--- src/rtl/noc_pkg.sv ---
// Cord and address widths fix the 40-bit flit; tile windows are 64 KiB apart starting at zero.
package noc_pkg;

  parameter int cord_width_gp = 6;
  parameter int addr_width_gp = 32;
  parameter int flit_width_gp = 2 + cord_width_gp + addr_width_gp;

  parameter logic [addr_width_gp-1:0] tile_addr_base_gp = 32'h0001_0000;

  typedef enum logic [1:0]
  {
    e_mem_load = 2'b00,
    e_mem_resp = 2'b01,
    e_mem_nop  = 2'b11
  } mem_opcode_e;

  typedef struct packed
  {
    mem_opcode_e              opcode;
    logic [cord_width_gp-1:0] src_cord;
    logic [addr_width_gp-1:0] addr;
  } mem_cmd_s;

  typedef struct packed
  {
    mem_opcode_e              opcode;
    logic [cord_width_gp-1:0] dst_cord;
    logic [31:0]              data;
  } mem_resp_s;

  // Commands travel south, responses north, on the same word.
  typedef union packed
  {
    mem_cmd_s  cmd;
    mem_resp_s resp;
  } mem_flit_u;

  function automatic logic [addr_width_gp-1:0] tile_base_addr
    (input logic [cord_width_gp-1:0] cord);
    return {{(addr_width_gp-cord_width_gp){1'b0}}, cord} * tile_addr_base_gp;
  endfunction

  function automatic logic cord_is_tile
    (input logic [cord_width_gp-1:0] cord, input int num_tiles);
    return int'(cord) < num_tiles;
  endfunction

endpackage

--- src/rtl/mem_link_if.sv ---
// Ready-and handshake; a sender holds flit and irq_status while v is high and ready_and is low.
`timescale 1ns/1ns
interface mem_link_if;

  logic                v;
  logic                ready_and;
  noc_pkg::mem_flit_u  flit;
  // Soft in bit 1, external in bit 0.
  logic [1:0]          irq_status;

  modport tx
  (
    output v,
    output flit,
    output irq_status,
    input  ready_and
  );

  modport rx
  (
    input  v,
    input  flit,
    input  irq_status,
    output ready_and
  );

endinterface

--- src/rtl/core_complex.sv ---
// Tile i owns cord i and issues loads only; num_tiles_p from 1 to 8, one memory port at the south edge.
`timescale 1ns/1ns
module core_complex
  #(parameter int num_tiles_p = 2
    , parameter int fifo_els_p = 2
    , parameter int irq_stages_p = 2)
  (input  logic                                 core_clk_i
   , input  logic                               rst_n_i

   , input  logic [num_tiles_p-1:0]             timer_irq_i
   , input  logic [num_tiles_p-1:0]             soft_irq_i
   , input  logic [num_tiles_p-1:0]             external_irq_i

   , output logic                               mem_cmd_v_o
   , output logic [noc_pkg::flit_width_gp-1:0]  mem_cmd_o
   , input  logic                               mem_cmd_ready_and_i

   , input  logic                               mem_resp_v_i
   , input  logic [noc_pkg::flit_width_gp-1:0]  mem_resp_i
   , output logic                               mem_resp_ready_and_o

   , output logic [num_tiles_p-1:0]             resp_v_o
   , output logic [num_tiles_p-1:0][31:0]       resp_data_o
  );

  logic [num_tiles_p-1:0]  resp_strobe;
  noc_pkg::mem_flit_u      resp_word;

  mem_link_if tile_link [num_tiles_p] ();
  mem_link_if edge_link [num_tiles_p] ();

  for (genvar i = 0; i < num_tiles_p; i++)
  begin : tile
    localparam logic [noc_pkg::cord_width_gp-1:0] tile_cord_lp = i;

    tile_cmd_issuer
      #(.irq_stages_p(irq_stages_p))
      issuer
      (.core_clk_i(core_clk_i)
       ,.rst_n_i(rst_n_i)
       ,.timer_irq_i(timer_irq_i[i])
       ,.soft_irq_i(soft_irq_i[i])
       ,.external_irq_i(external_irq_i[i])
       ,.tile_id_i(tile_cord_lp)
       ,.resp_strobe_i(resp_strobe[i])
       ,.resp_word_i(resp_word)
       ,.link(tile_link[i])
       ,.resp_v_o(resp_v_o[i])
       ,.resp_data_o(resp_data_o[i])
       );

    link_fifo
      #(.fifo_els_p(fifo_els_p))
      fifo
      (.core_clk_i(core_clk_i)
       ,.rst_n_i(rst_n_i)
       ,.enq(tile_link[i])
       ,.deq(edge_link[i])
       );
  end

  mem_edge_router
    #(.num_tiles_p(num_tiles_p))
    router
    (.core_clk_i(core_clk_i)
     ,.rst_n_i(rst_n_i)
     ,.tile_links(edge_link)
     ,.mem_cmd_v_o(mem_cmd_v_o)
     ,.mem_cmd_o(mem_cmd_o)
     ,.mem_cmd_ready_and_i(mem_cmd_ready_and_i)
     ,.mem_resp_v_i(mem_resp_v_i)
     ,.mem_resp_i(mem_resp_i)
     ,.mem_resp_ready_and_o(mem_resp_ready_and_o)
     ,.resp_strobe_o(resp_strobe)
     ,.resp_word_o(resp_word)
     );

endmodule

--- src/rtl/link_fifo.sv ---
// Needs fifo_els_p of 2 or more; no bypass, so a word takes one cycle to come out.
`timescale 1ns/1ns
module link_fifo
  #(parameter int fifo_els_p = 2)
  (input  logic      core_clk_i
   , input  logic    rst_n_i

   , mem_link_if.rx  enq
   , mem_link_if.tx  deq
  );

  localparam int ptr_width_lp = $clog2(fifo_els_p);
  localparam int cnt_width_lp = $clog2(fifo_els_p + 1);

  noc_pkg::mem_flit_u        flit_mem_r [fifo_els_p];
  logic [1:0]                irq_mem_r  [fifo_els_p];
  logic [ptr_width_lp-1:0]   wr_ptr_r;
  logic [ptr_width_lp-1:0]   rd_ptr_r;
  logic [cnt_width_lp-1:0]   count_r;
  logic                      full;
  logic                      empty;
  logic                      enq_fire;
  logic                      deq_fire;

  assign full = (count_r == cnt_width_lp'(fifo_els_p));
  assign empty = (count_r == '0);
  assign enq_fire = enq.v & ~full;
  assign deq_fire = deq.ready_and & ~empty;

  assign enq.ready_and = ~full;
  assign deq.v = ~empty;
  assign deq.flit = flit_mem_r[rd_ptr_r];
  assign deq.irq_status = irq_mem_r[rd_ptr_r];

  always_ff @(posedge core_clk_i)
  begin
    if (enq_fire)
    begin
      flit_mem_r[wr_ptr_r] <= enq.flit;
      irq_mem_r[wr_ptr_r] <= enq.irq_status;
    end
  end

  always_ff @(posedge core_clk_i or negedge rst_n_i)
  begin
    if (!rst_n_i)
    begin
      wr_ptr_r <= '0;
      rd_ptr_r <= '0;
      count_r <= '0;
    end
    else
    begin
      if (enq_fire)
        wr_ptr_r <= (wr_ptr_r == ptr_width_lp'(fifo_els_p - 1)) ? '0 : wr_ptr_r + 1'b1;

      if (deq_fire)
        rd_ptr_r <= (rd_ptr_r == ptr_width_lp'(fifo_els_p - 1)) ? '0 : rd_ptr_r + 1'b1;

      if (enq_fire && !deq_fire)
        count_r <= count_r + 1'b1;
      else if (deq_fire && !enq_fire)
        count_r <= count_r - 1'b1;
    end
  end

endmodule

--- src/rtl/mem_edge_router.sv ---
// Responses are never back-pressured; one with an unknown cord or a non-response opcode is dropped.
`timescale 1ns/1ns
module mem_edge_router
  #(parameter int num_tiles_p = 2)
  (input  logic                                 core_clk_i
   , input  logic                               rst_n_i

   , mem_link_if.rx                             tile_links [num_tiles_p]

   , output logic                               mem_cmd_v_o
   , output logic [noc_pkg::flit_width_gp-1:0]  mem_cmd_o
   , input  logic                               mem_cmd_ready_and_i

   , input  logic                               mem_resp_v_i
   , input  logic [noc_pkg::flit_width_gp-1:0]  mem_resp_i
   , output logic                               mem_resp_ready_and_o

   , output logic [num_tiles_p-1:0]             resp_strobe_o
   , output noc_pkg::mem_flit_u                 resp_word_o
  );

  localparam int idx_width_lp = (num_tiles_p > 1) ? $clog2(num_tiles_p) : 1;

  logic [num_tiles_p-1:0]    tile_v;
  noc_pkg::mem_flit_u        tile_flit [num_tiles_p];
  logic [idx_width_lp-1:0]   last_r;
  logic [idx_width_lp-1:0]   win_idx;
  logic                      win_v;
  logic                      load_en;
  logic                      cmd_v_r;
  noc_pkg::mem_flit_u        cmd_r;
  noc_pkg::mem_flit_u        resp_in;
  logic                      resp_ready_r;
  logic                      resp_hit;
  logic [num_tiles_p-1:0]    resp_strobe_r;
  noc_pkg::mem_flit_u        resp_word_r;

  for (genvar i = 0; i < num_tiles_p; i++)
  begin : link
    assign tile_v[i] = tile_links[i].v;
    assign tile_flit[i] = tile_links[i].flit;
    assign tile_links[i].ready_and = load_en & win_v & (win_idx == idx_width_lp'(i));
  end

  // Search starts just past the last winner.
  always_comb
  begin
    int idx;
    win_v = 1'b0;
    win_idx = last_r;
    for (int off = 1; off <= num_tiles_p; off++)
    begin
      idx = int'(last_r) + off;
      if (idx >= num_tiles_p)
        idx = idx - num_tiles_p;
      if (!win_v && tile_v[idx])
      begin
        win_v = 1'b1;
        win_idx = idx_width_lp'(idx);
      end
    end
  end

  // Output register refills when empty or draining.
  assign load_en = ~cmd_v_r | mem_cmd_ready_and_i;

  always_ff @(posedge core_clk_i or negedge rst_n_i)
  begin
    if (!rst_n_i)
    begin
      cmd_v_r <= 1'b0;
      last_r <= idx_width_lp'(num_tiles_p - 1);
    end
    else if (load_en)
    begin
      cmd_v_r <= win_v;
      if (win_v)
        last_r <= win_idx;
    end
  end

  always_ff @(posedge core_clk_i)
  begin
    if (load_en && win_v)
      cmd_r <= tile_flit[win_idx];
  end

  assign mem_cmd_v_o = cmd_v_r;
  assign mem_cmd_o = cmd_r;

  assign resp_in = mem_resp_i;
  assign resp_hit = mem_resp_v_i & resp_ready_r
                    & (resp_in.resp.opcode == noc_pkg::e_mem_resp)
                    & noc_pkg::cord_is_tile(resp_in.resp.dst_cord, num_tiles_p);

  always_ff @(posedge core_clk_i or negedge rst_n_i)
  begin
    if (!rst_n_i)
    begin
      resp_ready_r <= 1'b0;
      resp_strobe_r <= '0;
    end
    else
    begin
      resp_ready_r <= 1'b1;
      resp_strobe_r <= resp_hit ? (num_tiles_p'(1) << resp_in.resp.dst_cord) : '0;
    end
  end

  always_ff @(posedge core_clk_i)
  begin
    if (resp_hit)
      resp_word_r <= resp_in;
  end

  assign mem_resp_ready_and_o = resp_ready_r;
  assign resp_strobe_o = resp_strobe_r;
  assign resp_word_o = resp_word_r;

endmodule

--- src/rtl/tile_cmd_issuer.sv ---
// Pending loads saturate at 255; after 2^14 loads the address runs into the next tile's window.
`timescale 1ns/1ns
module tile_cmd_issuer
  #(parameter int irq_stages_p = 2)
  (input  logic                              core_clk_i
   , input  logic                            rst_n_i

   , input  logic                            timer_irq_i
   , input  logic                            soft_irq_i
   , input  logic                            external_irq_i

   , input  logic [noc_pkg::cord_width_gp-1:0] tile_id_i

   , input  logic                            resp_strobe_i
   , input  noc_pkg::mem_flit_u              resp_word_i

   , mem_link_if.tx                          link

   , output logic                            resp_v_o
   , output logic [31:0]                     resp_data_o
  );

  localparam int pend_width_lp = 8;

  logic [irq_stages_p-1:0][2:0]         irq_pipe_r;
  logic [2:0]                           irq_sync;
  logic                                 timer_last_r;
  logic                                 timer_rise;
  logic [pend_width_lp-1:0]             pending_r;
  logic [noc_pkg::addr_width_gp-3:0]    seq_r;
  logic                                 xfer;
  logic [1:0]                           status_r;
  noc_pkg::mem_flit_u                   cmd_flit;

  // Timer, soft, external from high bit to low.
  always_ff @(posedge core_clk_i or negedge rst_n_i)
  begin
    if (!rst_n_i)
    begin
      irq_pipe_r <= '0;
      timer_last_r <= 1'b0;
    end
    else
    begin
      irq_pipe_r[0] <= {timer_irq_i, soft_irq_i, external_irq_i};
      for (int s = 1; s < irq_stages_p; s++)
      begin
        irq_pipe_r[s] <= irq_pipe_r[s-1];
      end
      timer_last_r <= irq_sync[2];
    end
  end

  assign irq_sync = irq_pipe_r[irq_stages_p-1];
  assign timer_rise = irq_sync[2] & ~timer_last_r;
  assign xfer = link.v & link.ready_and;

  // A trigger and a transfer in the same cycle cancel.
  always_ff @(posedge core_clk_i or negedge rst_n_i)
  begin
    if (!rst_n_i)
    begin
      pending_r <= '0;
      seq_r <= '0;
    end
    else
    begin
      if (timer_rise && !xfer && (pending_r != '1))
        pending_r <= pending_r + 1'b1;
      else if (xfer && !timer_rise)
        pending_r <= pending_r - 1'b1;

      if (xfer)
        seq_r <= seq_r + 1'b1;
    end
  end

  // Frozen while a command is stalled.
  always_ff @(posedge core_clk_i)
  begin
    if (!(link.v && !link.ready_and))
      status_r <= irq_sync[1:0];
  end

  always_comb
  begin
    cmd_flit.cmd.opcode = (pending_r != '0) ? noc_pkg::e_mem_load : noc_pkg::e_mem_nop;
    cmd_flit.cmd.src_cord = tile_id_i;
    cmd_flit.cmd.addr = noc_pkg::tile_base_addr(tile_id_i) + {seq_r, 2'b00};
  end

  assign link.v = (pending_r != '0);
  assign link.flit = cmd_flit;
  assign link.irq_status = status_r;

  always_ff @(posedge core_clk_i or negedge rst_n_i)
  begin
    if (!rst_n_i)
      resp_v_o <= 1'b0;
    else
      resp_v_o <= resp_strobe_i;
  end

  always_ff @(posedge core_clk_i)
  begin
    if (resp_strobe_i)
      resp_data_o <= resp_word_i.resp.data;
  end

endmodule
--- config.mk ---
export PLATFORM = sky130hd
export DESIGN_NAME = core_complex
export DESIGN_NICKNAME = d
export VERILOG_FILES = /design/src/rtl/noc_pkg.sv /design/src/rtl/mem_link_if.sv /design/src/rtl/core_complex.sv /design/src/rtl/link_fifo.sv /design/src/rtl/mem_edge_router.sv /design/src/rtl/tile_cmd_issuer.sv
export SDC_FILE = /design/constraint.sdc
export NUM_CORES = 1
export LEC_CHECK = 0
export BUFFER_PORTS_ARGS = -buffer_cell sky130_fd_sc_hd__clkbuf_2
export CORE_UTILIZATION = 58
export DETAILED_ROUTE_END_ITERATION = 6
export HOLD_SLACK_MARGIN = 0.12
export PLACE_DENSITY = 0.79
export SYNTH_ARGS = -nofsm -noshare
export SYNTH_HDL_FRONTEND = slang
export SYNTH_SLANG_ARGS = --single-unit
--- constraint.sdc ---
create_clock -name core_clk_i -period 4.7 [get_ports core_clk_i]
set_input_delay 0.235 -clock core_clk_i [delete_from_list [all_inputs] [get_ports core_clk_i]]
set_output_delay 0.235 -clock core_clk_i [all_outputs]
set_load 0.005 [all_outputs]
==> implementation parameters, run 1 <==
Parameter                              Value

Final layout
  Share of cells above drive strength 1    21.28%
  Number of nets at the end of the flow    roughly 1,100
  Final-layout fill cell count    1,456
  Post-layout utilization of the core    71.04%
  Fin area    around 16,000 um^2
  Area occupied by multi-input gates    3386 um^2
  FF/Latch Area    9998 um^2
  Total inserted antenna cells    0
  Synth-to-layout area growth    19.30%

Power and ir drop
  Share of total power in combinational logic    24.7%
  Switching power    3.102 mW
  Internal power of the cells    7.086 mW
  Peak VDD IR    ~0.00050 V
  Power density relative to cell area    ~630 nW/um^2
  Total Power    10.19 mW
  Net Sw Frac    30.45%
  Sequential power share    48.6%
  Part of the total power dissipated in the clock network    a little over a quarter
  Leakage power summed over all cells    6.391 nW

Route
  Count of nets left with antenna violations after detail routing    0
  DR pass1 iterations    4
  Number of DRC violations after detailed routing    0
  Vias after detailed routing    between 7,000 and 8,000
  Wire length reported by the detailed router    24.92 mm
  Drt initial violations    414
  Wire length per cell    between 15 and 20 um
  Via-per-instance ratio    around 5.4

Floorplan
  Die area    24,000 um^2
  Number of placement rows    55
  Starting Density    59.54%
  Floorplan die width    154.9 um
  Count of pins on the block boundary    158
  Chip Height    approximately 150 um
  Core box area    between 20,000 and 25,000 um^2

Global route
  Maximum number of pins on one net before global-route repair    64
  Overflow left after global routing    0
  Via count of the first global-routing pass    just under 8,000
  Global-route wire length before repair    about 40 mm
  Global-route total usage across every layer    21.64%
  Number of antenna violations at the first check in global routing    0

Worst setup path
  Worst Reg-to-Reg Cells    9
  Critical Path Sink Type    flip-flop
  R2r startpoint    tile[0].issuer.pending_r[4]
  CP required    ~5 ns
  Critical Path Source    tile[0].issuer.pending_r[4]
  Crit path DAT    about 4 ns
  Worst flop-to-flop path endpoint    tile[0].issuer.pending_r[6]
  Type of element launching the critical path    flip-flop
  Category of the most critical setup path    reg2reg
  Minimum setup slack among reg-to-reg paths    1.06 ns
  Biggest fanout along the worst timing path    10

Timing
  Highest achievable clock rate    274.5 MHz
  Transition time of the tightest slew-check pin    1.058 ns
  Period utilisation layout    slightly below 80%
  Max-slew headroom    29.46%
  Setup violations, final    0
  Skew final    0.02421 ns
  Fin Setup TNS    0 ns
  Final max-slew violation count    0
  Final worst setup slack    about 1.1 ns
  Setup repair after global routing missed its margin    false
  Post-route minimum period    3.643 ns
  Final hold vios    0

Logic synthesis
  Main synth FF type    edfxtp_1
  Adder-cell share of the synthesized area    between 1.5 and 2%
  Post-Synth Simple-Gate Area    between 8 and 9%
  Compound-gate portion of the synthesized area    4.880%
  Mean Syn Cell Area    15.81 um^2
  Area share of xor/xnor cells in the synthesized design    6.070%
  Post-synthesis cell count    858
  Main combinational cell family by area after synthesis    simple AND/OR/NAND/NOR gates
  Mux contribution to synthesized area    3.100%
  Synth cell types    60
  Main area contributors after synthesis    edfxtp_1, dfrtp_1, xnor2_1
  Count of flip-flops with a built-in enable after synthesis    252
  Share of the synthesized area in the top cell type    55.79%
  Syn Std Cell Area    13,560 um^2
  Ys async rst share    27.79%
  Dominant cell type by area after synthesis    edfxtp_1
  Register area share after synthesis    73.70%
  Synthesis-stage register bit count    349
  Count of warnings emitted by yosys    0

Min path
  Kind of path behind the tightest hold check    reg2reg
  Hold Path Stages    0
  Endpoint with the worst hold slack    tile[0].issuer.irq_sync[2]
  Worst min-delay path startpoint    tile[0].issuer.irq_pipe_r[2]

Clock tree
  Clock tree root buffer cell    clkbuf_16
  Total setup buffers inserted after CTS    0
  Post-CTS Resized    0
  Htree depth    2
  CTS tree    built
  # hold bufs at CTS    38
  Maximum clock path buffer count    3
  Insertion delay of the later-clocked pin in the worst-skew pair    0.51 ns
  Clock-pin transition on the worst setup and hold timing paths    0.06 ns
  CTS sink count    roughly 350
  Number of buffers added by the clock tree synthesis step    35

Place
  Post-DP HPWL    16.17 mm
  Cell area after placement    14,660 um^2
  Setup slack after placement    1.065 ns
  Routability Congestion    0.7792
  Quantity of I/O buffers inserted on ports    146

Flow run
  Max-cap violations    0

Run status
  Result of the run    finished clean
## power by group through the flow
stage                     Sequential, mW  Combinational (mW)  Clock (mW)
after floorplan                     4.78                1.84           0
after global placement              4.96                2.42           0
after detailed placement            5.01                2.50           0
after CTS                           4.95                2.55        2.76
after global routing                5.06                2.81        2.88
final                               4.95                2.52        2.72
## logic make-up after synthesis
kind of cell	count (synthesis)
muxes	41
xor gates and xnor gates	94
adders and majority gates	20
and+or+nand+nor	200
DFF	349
other	2
buffers and inverters	51
AOI/OAI and AO/OA	101
## final cells by class
| cell class | instances | area share [%] |
|---|---|---|
| sequential | 349 | 61.79 |
| multi-input combinational | 464 | 20.92 |
| timing repair buffer | 195 | 7.393 |
| inverter | 18 | 0.4176 |
| clock buffer | 52 | 6.318 |
| clock inverter | 12 | 0.7346 |
| tap | 313 | 2.420 |
## how the worst max path moves through the flow
stage                                        endpoint  depth (start not counted)
after floorplan                 router.resp_word_o[0]                          3
after global placement    tile[0].issuer.pending_r[6]                          9
after detailed placement  tile[0].issuer.pending_r[6]                          9
after CTS                 tile[0].issuer.pending_r[6]                          9
after global routing      tile[0].issuer.pending_r[6]                          9
final                     tile[0].issuer.pending_r[6]                          9
## metrics by stage
stage	hold WS (ns)	std cells
6_report	0.3440	1403
5_1_grt	0.3585	1403
4_1_cts	0.3481	1403
3_5_place_dp	0.3356	1301
3_3_place_gp	0.3329	1301
2_1_floorplan	-0.06059	864
## registers in the layout, indices dropped and copies added, names as in the netlist, 4 cells and up
signal                   cells
tile.issuer.resp_data_o     64
router.resp_word_o          32
router.mem_cmd_o            32
tile.fifo.count_r            4
tile.issuer.pending_r       16
tile.fifo.flit_mem_r       124
tile.issuer.seq_r           60
## metal layers
layer	part of all wire, %	global-route usage [%]	vias up	routed length [um]
met3	4.0	3.370	50	1002
met5	0	0	-	0
met2	52	37.79	179	13030
li1	-	-	3596	-
met4	2.6	7.826	0	650
met1	41	27.57	3703	10240
## critical path, stage by stage (launching register included)
cell and delay [ns]:
dfrtp_1 0.41, or4_1 0.65, o21ai_4 0.36, o211ai_1 0.43, fa_1 0.55, a21o_1 0.22, a311o_1 0.36, a21oi_1 0.17
xnor2_1 0.07, mux2_1 0.29
## synthesized netlist by cell type (7+ instances only)
library cell  number
xor2_1            42
dfrtp_1           96
edfxtp_1         252
nor2b_1           34
xnor2_1           52
mux2_1             7
ha_1              18
clkbuf_1          19
nand4_1           22
inv_1             18
a211oi_1          32
o21ai_0            9
nor2_1            37
nand2_1           28
a21oi_1           41
nor3_1             8
buf_4             10
mux2i_1           33
nand3_1           19
## layout by cell type, fill, tap and decap left out, types with 4 or more instances in the layout
master	Yosys	routed
a211oi_1	32	32
a21oi_1	41	40
and2_1	4	4
and3_1	6	6
buf_4	10	12
clkbuf_1	19	11
clkbuf_16	0	37
clkbuf_2	0	145
clkbuf_8	0	4
clkinv_1	0	5
clkinv_2	0	4
conb_1	2	8
dfrtp_1	96	94
dlygate4sd3_1	0	38
edfxtp_1	252	252
ha_1	18	18
inv_1	18	18
mux2_1	7	7
mux2i_1	33	33
nand2_1	28	28
nand2b_1	5	5
nand3_1	19	19
nand4_1	22	22
nor2_1	37	35
nor2b_1	34	34
nor3_1	8	7
nor4_1	5	5
o21ai_0	9	9
or4_1	6	6
xnor2_1	52	52
xor2_1	42	42
(Power assumes the default switching activity.)
==> run 2: changes to the inputs <==
ABC_AREA = 1   (was default)
CORE_UTILIZATION = 53   (was 58)
PLACE_DENSITY = 0.76   (was 0.79)
clock period = 3.2 ns   (was 4.7 ns; I/O delays follow)
==> run 2 against run 1 <==
- first-iteration DRC count increased by 66%
- via count grew 28%
- final cell count rose by 34%
- critical endpoint is now tile[0].fifo.flit_mem_r[1][4]
- non-clock buffer count is 6 higher
- largest power group unchanged
- sequential power up 45%
- worst setup slack got worse by 0.24 ns
==> implementation parameters, run 2 <==
Parameter                              Value

Run status
  Result of the run    finished clean

Power and ir drop
  Power density relative to cell area    between 800 and 900 nW/um^2
  Peak VDD IR    0.0006484 V
  Leakage power summed over all cells    7.309 nW
  Total Power    between 15 and 20 mW

Timing
  Setup violations, final    0
  Post-route minimum period    2.386 ns
  Period utilisation layout    74.57%
  Max-slew headroom    31.09%
  Final max-slew violation count    0
  Fin Setup TNS    0 ns
  Final hold vios    0
  Skew final    ~0.015 ns
  Setup repair after global routing missed its margin    false
  Transition time of the tightest slew-check pin    1.034 ns
  Highest achievable clock rate    419.1 MHz

Route
  Via-per-instance ratio    5.111
  DR pass1 iterations    5
  Count of nets left with antenna violations after detail routing    0
  Drt initial violations    just under 700
  Vias after detailed routing    9,624
  Wire length per cell    16.07 um
  Number of DRC violations after detailed routing    0
  Wire length reported by the detailed router    a little over 30 mm

Logic synthesis
  Synthesis-stage register bit count    349
  Main area contributors after synthesis    edfxtp_1, dfrtp_1, nand2_1
  Most numerous cell types in the synthesized netlist    nand2_1, edfxtp_1, inv_1
  Syn Std Cell Area    between 10,000 and 15,000 um^2
  Share of the synthesized area in the top cell type    50.78%
  Dominant cell type by area after synthesis    edfxtp_1
  Post-synthesis cell count    1,274
  Main synth FF type    edfxtp_1
  Count of warnings emitted by yosys    0
  Count of flip-flops with a built-in enable after synthesis    252
  Ys async rst share    between 20% and 30%
  Count leader, synth    nand2_1
  Mean Syn Cell Area    11.70 um^2
  Register area share after synthesis    67.08%
  Synth cell types    46

Final layout
  Commonest cells after routing, fill and taps aside    nand2_1, edfxtp_1, clkbuf_2, inv_1, dfrtp_1
  Share of cells above drive strength 1    18.67%
  Total inserted antenna cells    0
  Most frequent standard cell in the layout excluding fill and tap cells    nand2_1
  Largest registers in the final layout    tile.fifo.flit_mem_r x124, tile.issuer.resp_data_o x64, tile.issuer.seq_r x60
  Final-layout fill cell count    2,091
  Number of nets at the end of the flow    around 1,600
  Count of non-filler cells in the finished layout    1,883
  Synth-to-layout area growth    18.19%
  Register with the highest flop count    tile.fifo.flit_mem_r
  Flip-flop count of the largest register after layout    124

Global route
  Global-route wire length before repair    47.94 mm
  Maximum number of pins on one net before global-route repair    64
  Global-route total usage across every layer    between 20% and 30%
  Via count of the first global-routing pass    slightly above 9,000
  Overflow left after global routing    0
  Number of antenna violations at the first check in global routing    0

Floorplan
  Floorplan die width    169.7 um
  Count of pins on the block boundary    158
  Die area    28,790 um^2
  Number of placement rows    61
  Starting Density    53.79%
  Chip Height    169.7 um
  Core box area    27,710 um^2

Clock tree
  CTS tree    built
  Clock tree root buffer cell    clkbuf_16
  Maximum clock path buffer count    3
  Total setup buffers inserted after CTS    0
  Number of buffers added by the clock tree synthesis step    35
  Clock-pin transition on the worst setup and hold timing paths    0.06 ns
  Insertion delay of the later-clocked pin in the worst-skew pair    0.51 ns
  Post-CTS Resized    0
  Htree depth    2
  # hold bufs at CTS    41
  CTS sink count    349

Place
  Placed cell count    1,781
  Routability Congestion    0.9086
  Post-DP HPWL    19.85 mm
  Quantity of I/O buffers inserted on ports    146

Worst setup path
  Minimum setup slack among reg-to-reg paths    0.81 ns
  Biggest fanout along the worst timing path    20
  Critical Path Sink Type    flip-flop
  Worst flop-to-flop path endpoint    tile[0].fifo.flit_mem_r[1][4]
  Worst Reg-to-Reg Cells    6
  CP peak stage delay    0.77 ns
  Crit path DAT    2.60 ns
  Category of the most critical setup path    reg2reg
  CP required    between 3 and 4 ns
  Max stage delay cell, worst path    nor2_2
  Critical-path cell list    inv_1 -> nor2_2 -> o21bai_4 -> buf_4 -> nor2_2 -> buf_4
  R2r startpoint    tile[0].fifo.count_r[1]
  Type of element launching the critical path    flip-flop

Flow run
  Max-cap violations    0

Min path
  Kind of path behind the tightest hold check    in2async
## run 2: area by class of cell
cell class	instances	area [um^2]	share of cell area, %
sequential	349	9997	56.76
multi-input combinational	770	4259	24.18
timing repair buffer	201	1261	7.161
clock buffer	40	894.6	5.080
tap	378	473.0	2.685
inverter	124	465.4	2.643
clock inverter	21	261.5	1.485
## run 2: worst max-delay path by stage
stage                                                 to                   startpoint  cells past startpoint  slack, ns
after floorplan            tile[0].fifo.flit_mem_r[0][0]      tile[0].fifo.count_r[1]                      6       0.44
after global placement    tile[0].fifo.flit_mem_r[1][11]      tile[0].fifo.count_r[1]                      6       0.85
after detailed placement   tile[0].fifo.flit_mem_r[1][9]      tile[0].fifo.count_r[1]                      6       0.81
after CTS                  tile[0].fifo.flit_mem_r[1][6]      tile[0].fifo.count_r[1]                      6       0.79
after global routing         tile[1].issuer.pending_r[7]  tile[1].issuer.pending_r[3]                     14       0.55
final                      tile[0].fifo.flit_mem_r[1][4]      tile[0].fifo.count_r[1]                      6       0.81
## run 2: cells by family (layout without fill, tap and decap cells)
kind of cell    after synthesis  in the layout  share of synthesized area [%]
buf+inv                     161            386                          4.668
xor+xnor                     63             63                          3.703
compound gates              101            101                          4.190
mux                          31             31                          2.082
simple gates                547            547                          16.45
other cells                   2              8                        0.05040
fa+ha+maj                    20             20                          1.780
flops                       349            349                          67.08
## run 2: routing by layer
metal,wire [um],track usage (%)
met1,13070,28.55
met2,14660,36.14
met3,1718,3.475
met4,802,6.776
met5,0,0
## run 2: power breakdown
group          switching (mW)  total (mW)  internal [mW]
Combinational            2.80        4.33           1.52
Clock                    1.67        4.16           2.50
Sequential              0.697        7.19           6.49
Total                    5.17        15.7           10.5
## run 2: per-stage QoR
stage | setup slack (ns) | util, % | hold WS, ns | area (um^2)
finish | 0.8137 | 63.57 | 0.2685 | 17610
global route | 0.5490 | 63.57 | 0.2868 | 17610
detailed placement | 0.8117 | 57.91 | 0.2696 | 16050
global placement | 0.8470 | 57.91 | 0.2697 | 16050
CTS | 0.7924 | 63.57 | 0.2743 | 17610
floorplan | 0.4434 | - | -0.1356 | 14930
## run 2: worst max-delay path, delay by kind of cell, from the launching register on
kind                   cells  cell delay, ns
AND/OR/NAND/NOR            2            0.84
buffers and inverters      3            0.66
flip-flops                 1            0.39
AO/OA/AOI/OAI              1            0.18
==> run 3: changes to the inputs <==
CORE_UTILIZATION = 59   (was 53)
PLACE_DENSITY = 0.8   (was 0.76)
clock period = 2.2 ns   (was 3.2 ns; I/O delays follow)
==> run 3 against run 2 <==
- global-route usage is 4.3 points higher
- final cell count fell by 1.7%
- fmax up 14%
- power up 52%
- sequential power is 47% higher
- combinational power grew 68%
==> implementation parameters, run 3 (same netlist as run 2, synthesis figures left out) <==
Parameter                              Value

Global route
  Overflow left after global routing    0
  Via count of the first global-routing pass    9,576
  Maximum number of pins on one net before global-route repair    64
  Global-route wire length before repair    a little over 50 mm
  Global-route total usage across every layer    between 20% and 30%
  Number of antenna violations at the first check in global routing    0

Final layout
  Share of cells above drive strength 1    22.07%
  Commonest cells after routing, fill and taps aside    nand2_1, edfxtp_1, clkbuf_2, inv_1, dfrtp_1
  Number of nets at the end of the flow    1,571
  Synth-to-layout area growth    20.88%
  Most frequent standard cell in the layout excluding fill and tap cells    nand2_1
  Flip-flop count of the largest register after layout    124
  Register with the highest flop count    tile.fifo.flit_mem_r
  Total inserted antenna cells    0
  Largest registers in the final layout    tile.fifo.flit_mem_r x124, tile.issuer.resp_data_o x64, tile.issuer.seq_r x60
  Final-layout fill cell count    between 1,500 and 2,000

Timing
  Period utilisation layout    95.30%
  Final hold vios    0
  Setup violations, final    0
  Skew final    0.02572 ns
  Max-slew headroom    between 50% and 60%
  Fin Setup TNS    0 ns
  Setup repair after global routing missed its margin    true
  Transition time of the tightest slew-check pin    between 0.7 and 0.8 ns
  Post-route minimum period    2.097 ns
  Highest achievable clock rate    477.0 MHz
  Final max-slew violation count    0

Route
  DR pass1 iterations    5
  Vias after detailed routing    10,040
  Met3 Routed Length    1.926 mm
  Via-per-instance ratio    5.423
  Number of DRC violations after detailed routing    0
  Uppermost metal layer occupied by signal nets    met4
  Met2 wire len    16.92 mm
  Wire length per cell    roughly 18 um
  Wire length reported by the detailed router    33.22 mm
  Drt initial violations    approximately 790
  M1 wire length    between 10 and 15 mm
  Count of nets left with antenna violations after detail routing    0

Power and ir drop
  Peak VDD IR    0.001885 V
  Total Power    ~24 mW
  Power density relative to cell area    ~1300 nW/um^2
  Leakage power summed over all cells    7.437 nW

Place
  Quantity of I/O buffers inserted on ports    146
  Routability Congestion    0.9054
  Post-DP HPWL    roughly 21 mm

Worst setup path
  Type of element launching the critical path    flip-flop
  Max stage delay cell, worst path    dfrtp_2
  Most used cell, CP    nand2_1
  Critical Path Sink Type    flip-flop
  CP peak stage delay    0.43 ns
  Crit path DAT    2.50 ns
  Biggest fanout along the worst timing path    7
  CP required    2.60 ns
  Critical-path cell list    nor2_2 -> nand3_2 -> o21bai_4 -> nand2_8 -> ha_4 -> nand2_4 -> nor2_4 -> o211ai_1 -> nor2b_1 -> nand2_1 -> nand2_1 -> nand2_1 -> nand2_1
  Category of the most critical setup path    reg2reg

Floorplan
  Count of pins on the block boundary    158
  Starting Density    60.74%
  Floorplan die width    about 160 um
  Chip Height    about 160 um
  Number of placement rows    57
  Die area    25,900 um^2
  Core box area    24,530 um^2

Run status
  Result of the run    finished clean

Clock tree
  CTS tree    built
  Number of buffers added by the clock tree synthesis step    35
  Htree depth    2
  Maximum clock path buffer count    3
  Insertion delay of the later-clocked pin in the worst-skew pair    0.52 ns
  CTS sink count    349
  Clock tree root buffer cell    clkbuf_16
  Clock-pin transition on the worst setup and hold timing paths    approximately 0.060 ns

Min path
  Kind of path behind the tightest hold check    in2async

Flow run
  Max-cap violations    0
==> run 3: cell count changes in the layout (fill, tap and decap cells not counted), moves of 3 or more <==
cell / previous run / this run
buf_12: 1 / 7
clkinv_1: 6 / 9
clkbuf_8: 0 / 3
dfrtp_2: 1 / 9
nor2_1: 93 / 85
nor2_2: 20 / 26
dfrtp_1: 95 / 87
nand2_1: 315 / 311
ha_4: 0 / 11
ha_1: 18 / 7
buf_4: 14 / 27
==> run 3: critical path, delay by kind of cell (launching register included) <==
| family | cells | cell delay, ns |
|---|---|---|
| AND/OR/NAND/NOR | 10 | 0.89 |
| AO/OA/AOI/OAI | 2 | 0.34 |
| adder cells (fa/ha/maj) | 1 | 0.32 |
| flip-flops | 1 | 0.43 |
==> run 3: stage by stage <==
| step | setup WS [ns] | util [%] | area, um^2 | std cells | hold WS [ns] |
|---|---|---|---|---|---|
| 6_report | 0.1034 | 73.42 | 18010 | 1851 | 0.1600 |
| 5_1_grt | -0.06984 | 73.42 | 18010 | 1851 | 0.1735 |
| 4_1_cts | 0.01294 | 72.20 | 17710 | 1841 | 0.1542 |
| 3_5_place_dp | -0.03831 | 65.68 | 16110 | 1736 | 0.06680 |
| 3_3_place_gp | 0.008940 | 65.68 | 16110 | 1736 | 0.06430 |
| 2_1_floorplan | -0.07955 | - | 14950 | 1280 | -0.1856 |
==> run 3: final cells by class <==
cell class,count,area [um^2],area share [%]
timing repair buffer,220,1479,8.210
clock inverter,19,206.4,1.146
inverter,124,465.4,2.584
sequential,349,10010,55.55
tap,324,405.4,2.250
multi-input combinational,771,4511,25.04
clock buffer,44,939.7,5.216
==> run 3: final timing paths <==
check | startpoint | to | slack, ns | depth (start not counted)
worst max-delay path | tile[0].issuer.pending_r[5] | tile[0].issuer.pending_r[7] | 0.10 | 13
worst min-delay path | rst_n_i | tile[0].issuer.pending_r[6] | 0.16 | 3
worst max register to register | tile[0].issuer.pending_r[5] | tile[0].issuer.pending_r[7] | 0.10 | 13
worst min register to register | tile[1].issuer.irq_pipe_r[2] | tile[1].issuer.irq_sync[2] | 0.35 | 0
max in group asynchronous | rst_n_i | tile[0].issuer.seq_r[2] | 1.67 | 3
min in group core_clk_i | timer_irq_i[0] | tile[0].issuer.irq_pipe_r[2] | 0.25 | 2
==> run 3: metal layers <==
layer / up-vias / track usage, %
li1: 4742 / -
met2: 374 / 45.57
met5: - / 0
met3: 50 / 3.590
met1: 4872 / 33.37
met4: 0 / 7.033
==> run 3: power breakdown <==
| part | total, mW | internal (mW) | switching (mW) |
|---|---|---|---|
| combinational | 7.26 | 2.76 | 4.50 |
| clock | 5.98 | 3.52 | 2.46 |
| sequential | 10.6 | 9.45 | 1.11 |
| total | 23.8 | 15.7 | 8.07 |
==> run 3: timing repair <==
item	CTS	global route
cloned	0	1
hold buffers	42	0
endpoints found under the setup margin	3	8
gates resized for setup	3	42
pin swaps	0	9
endpoints found under the hold margin	134	0
setup buffers	0	9
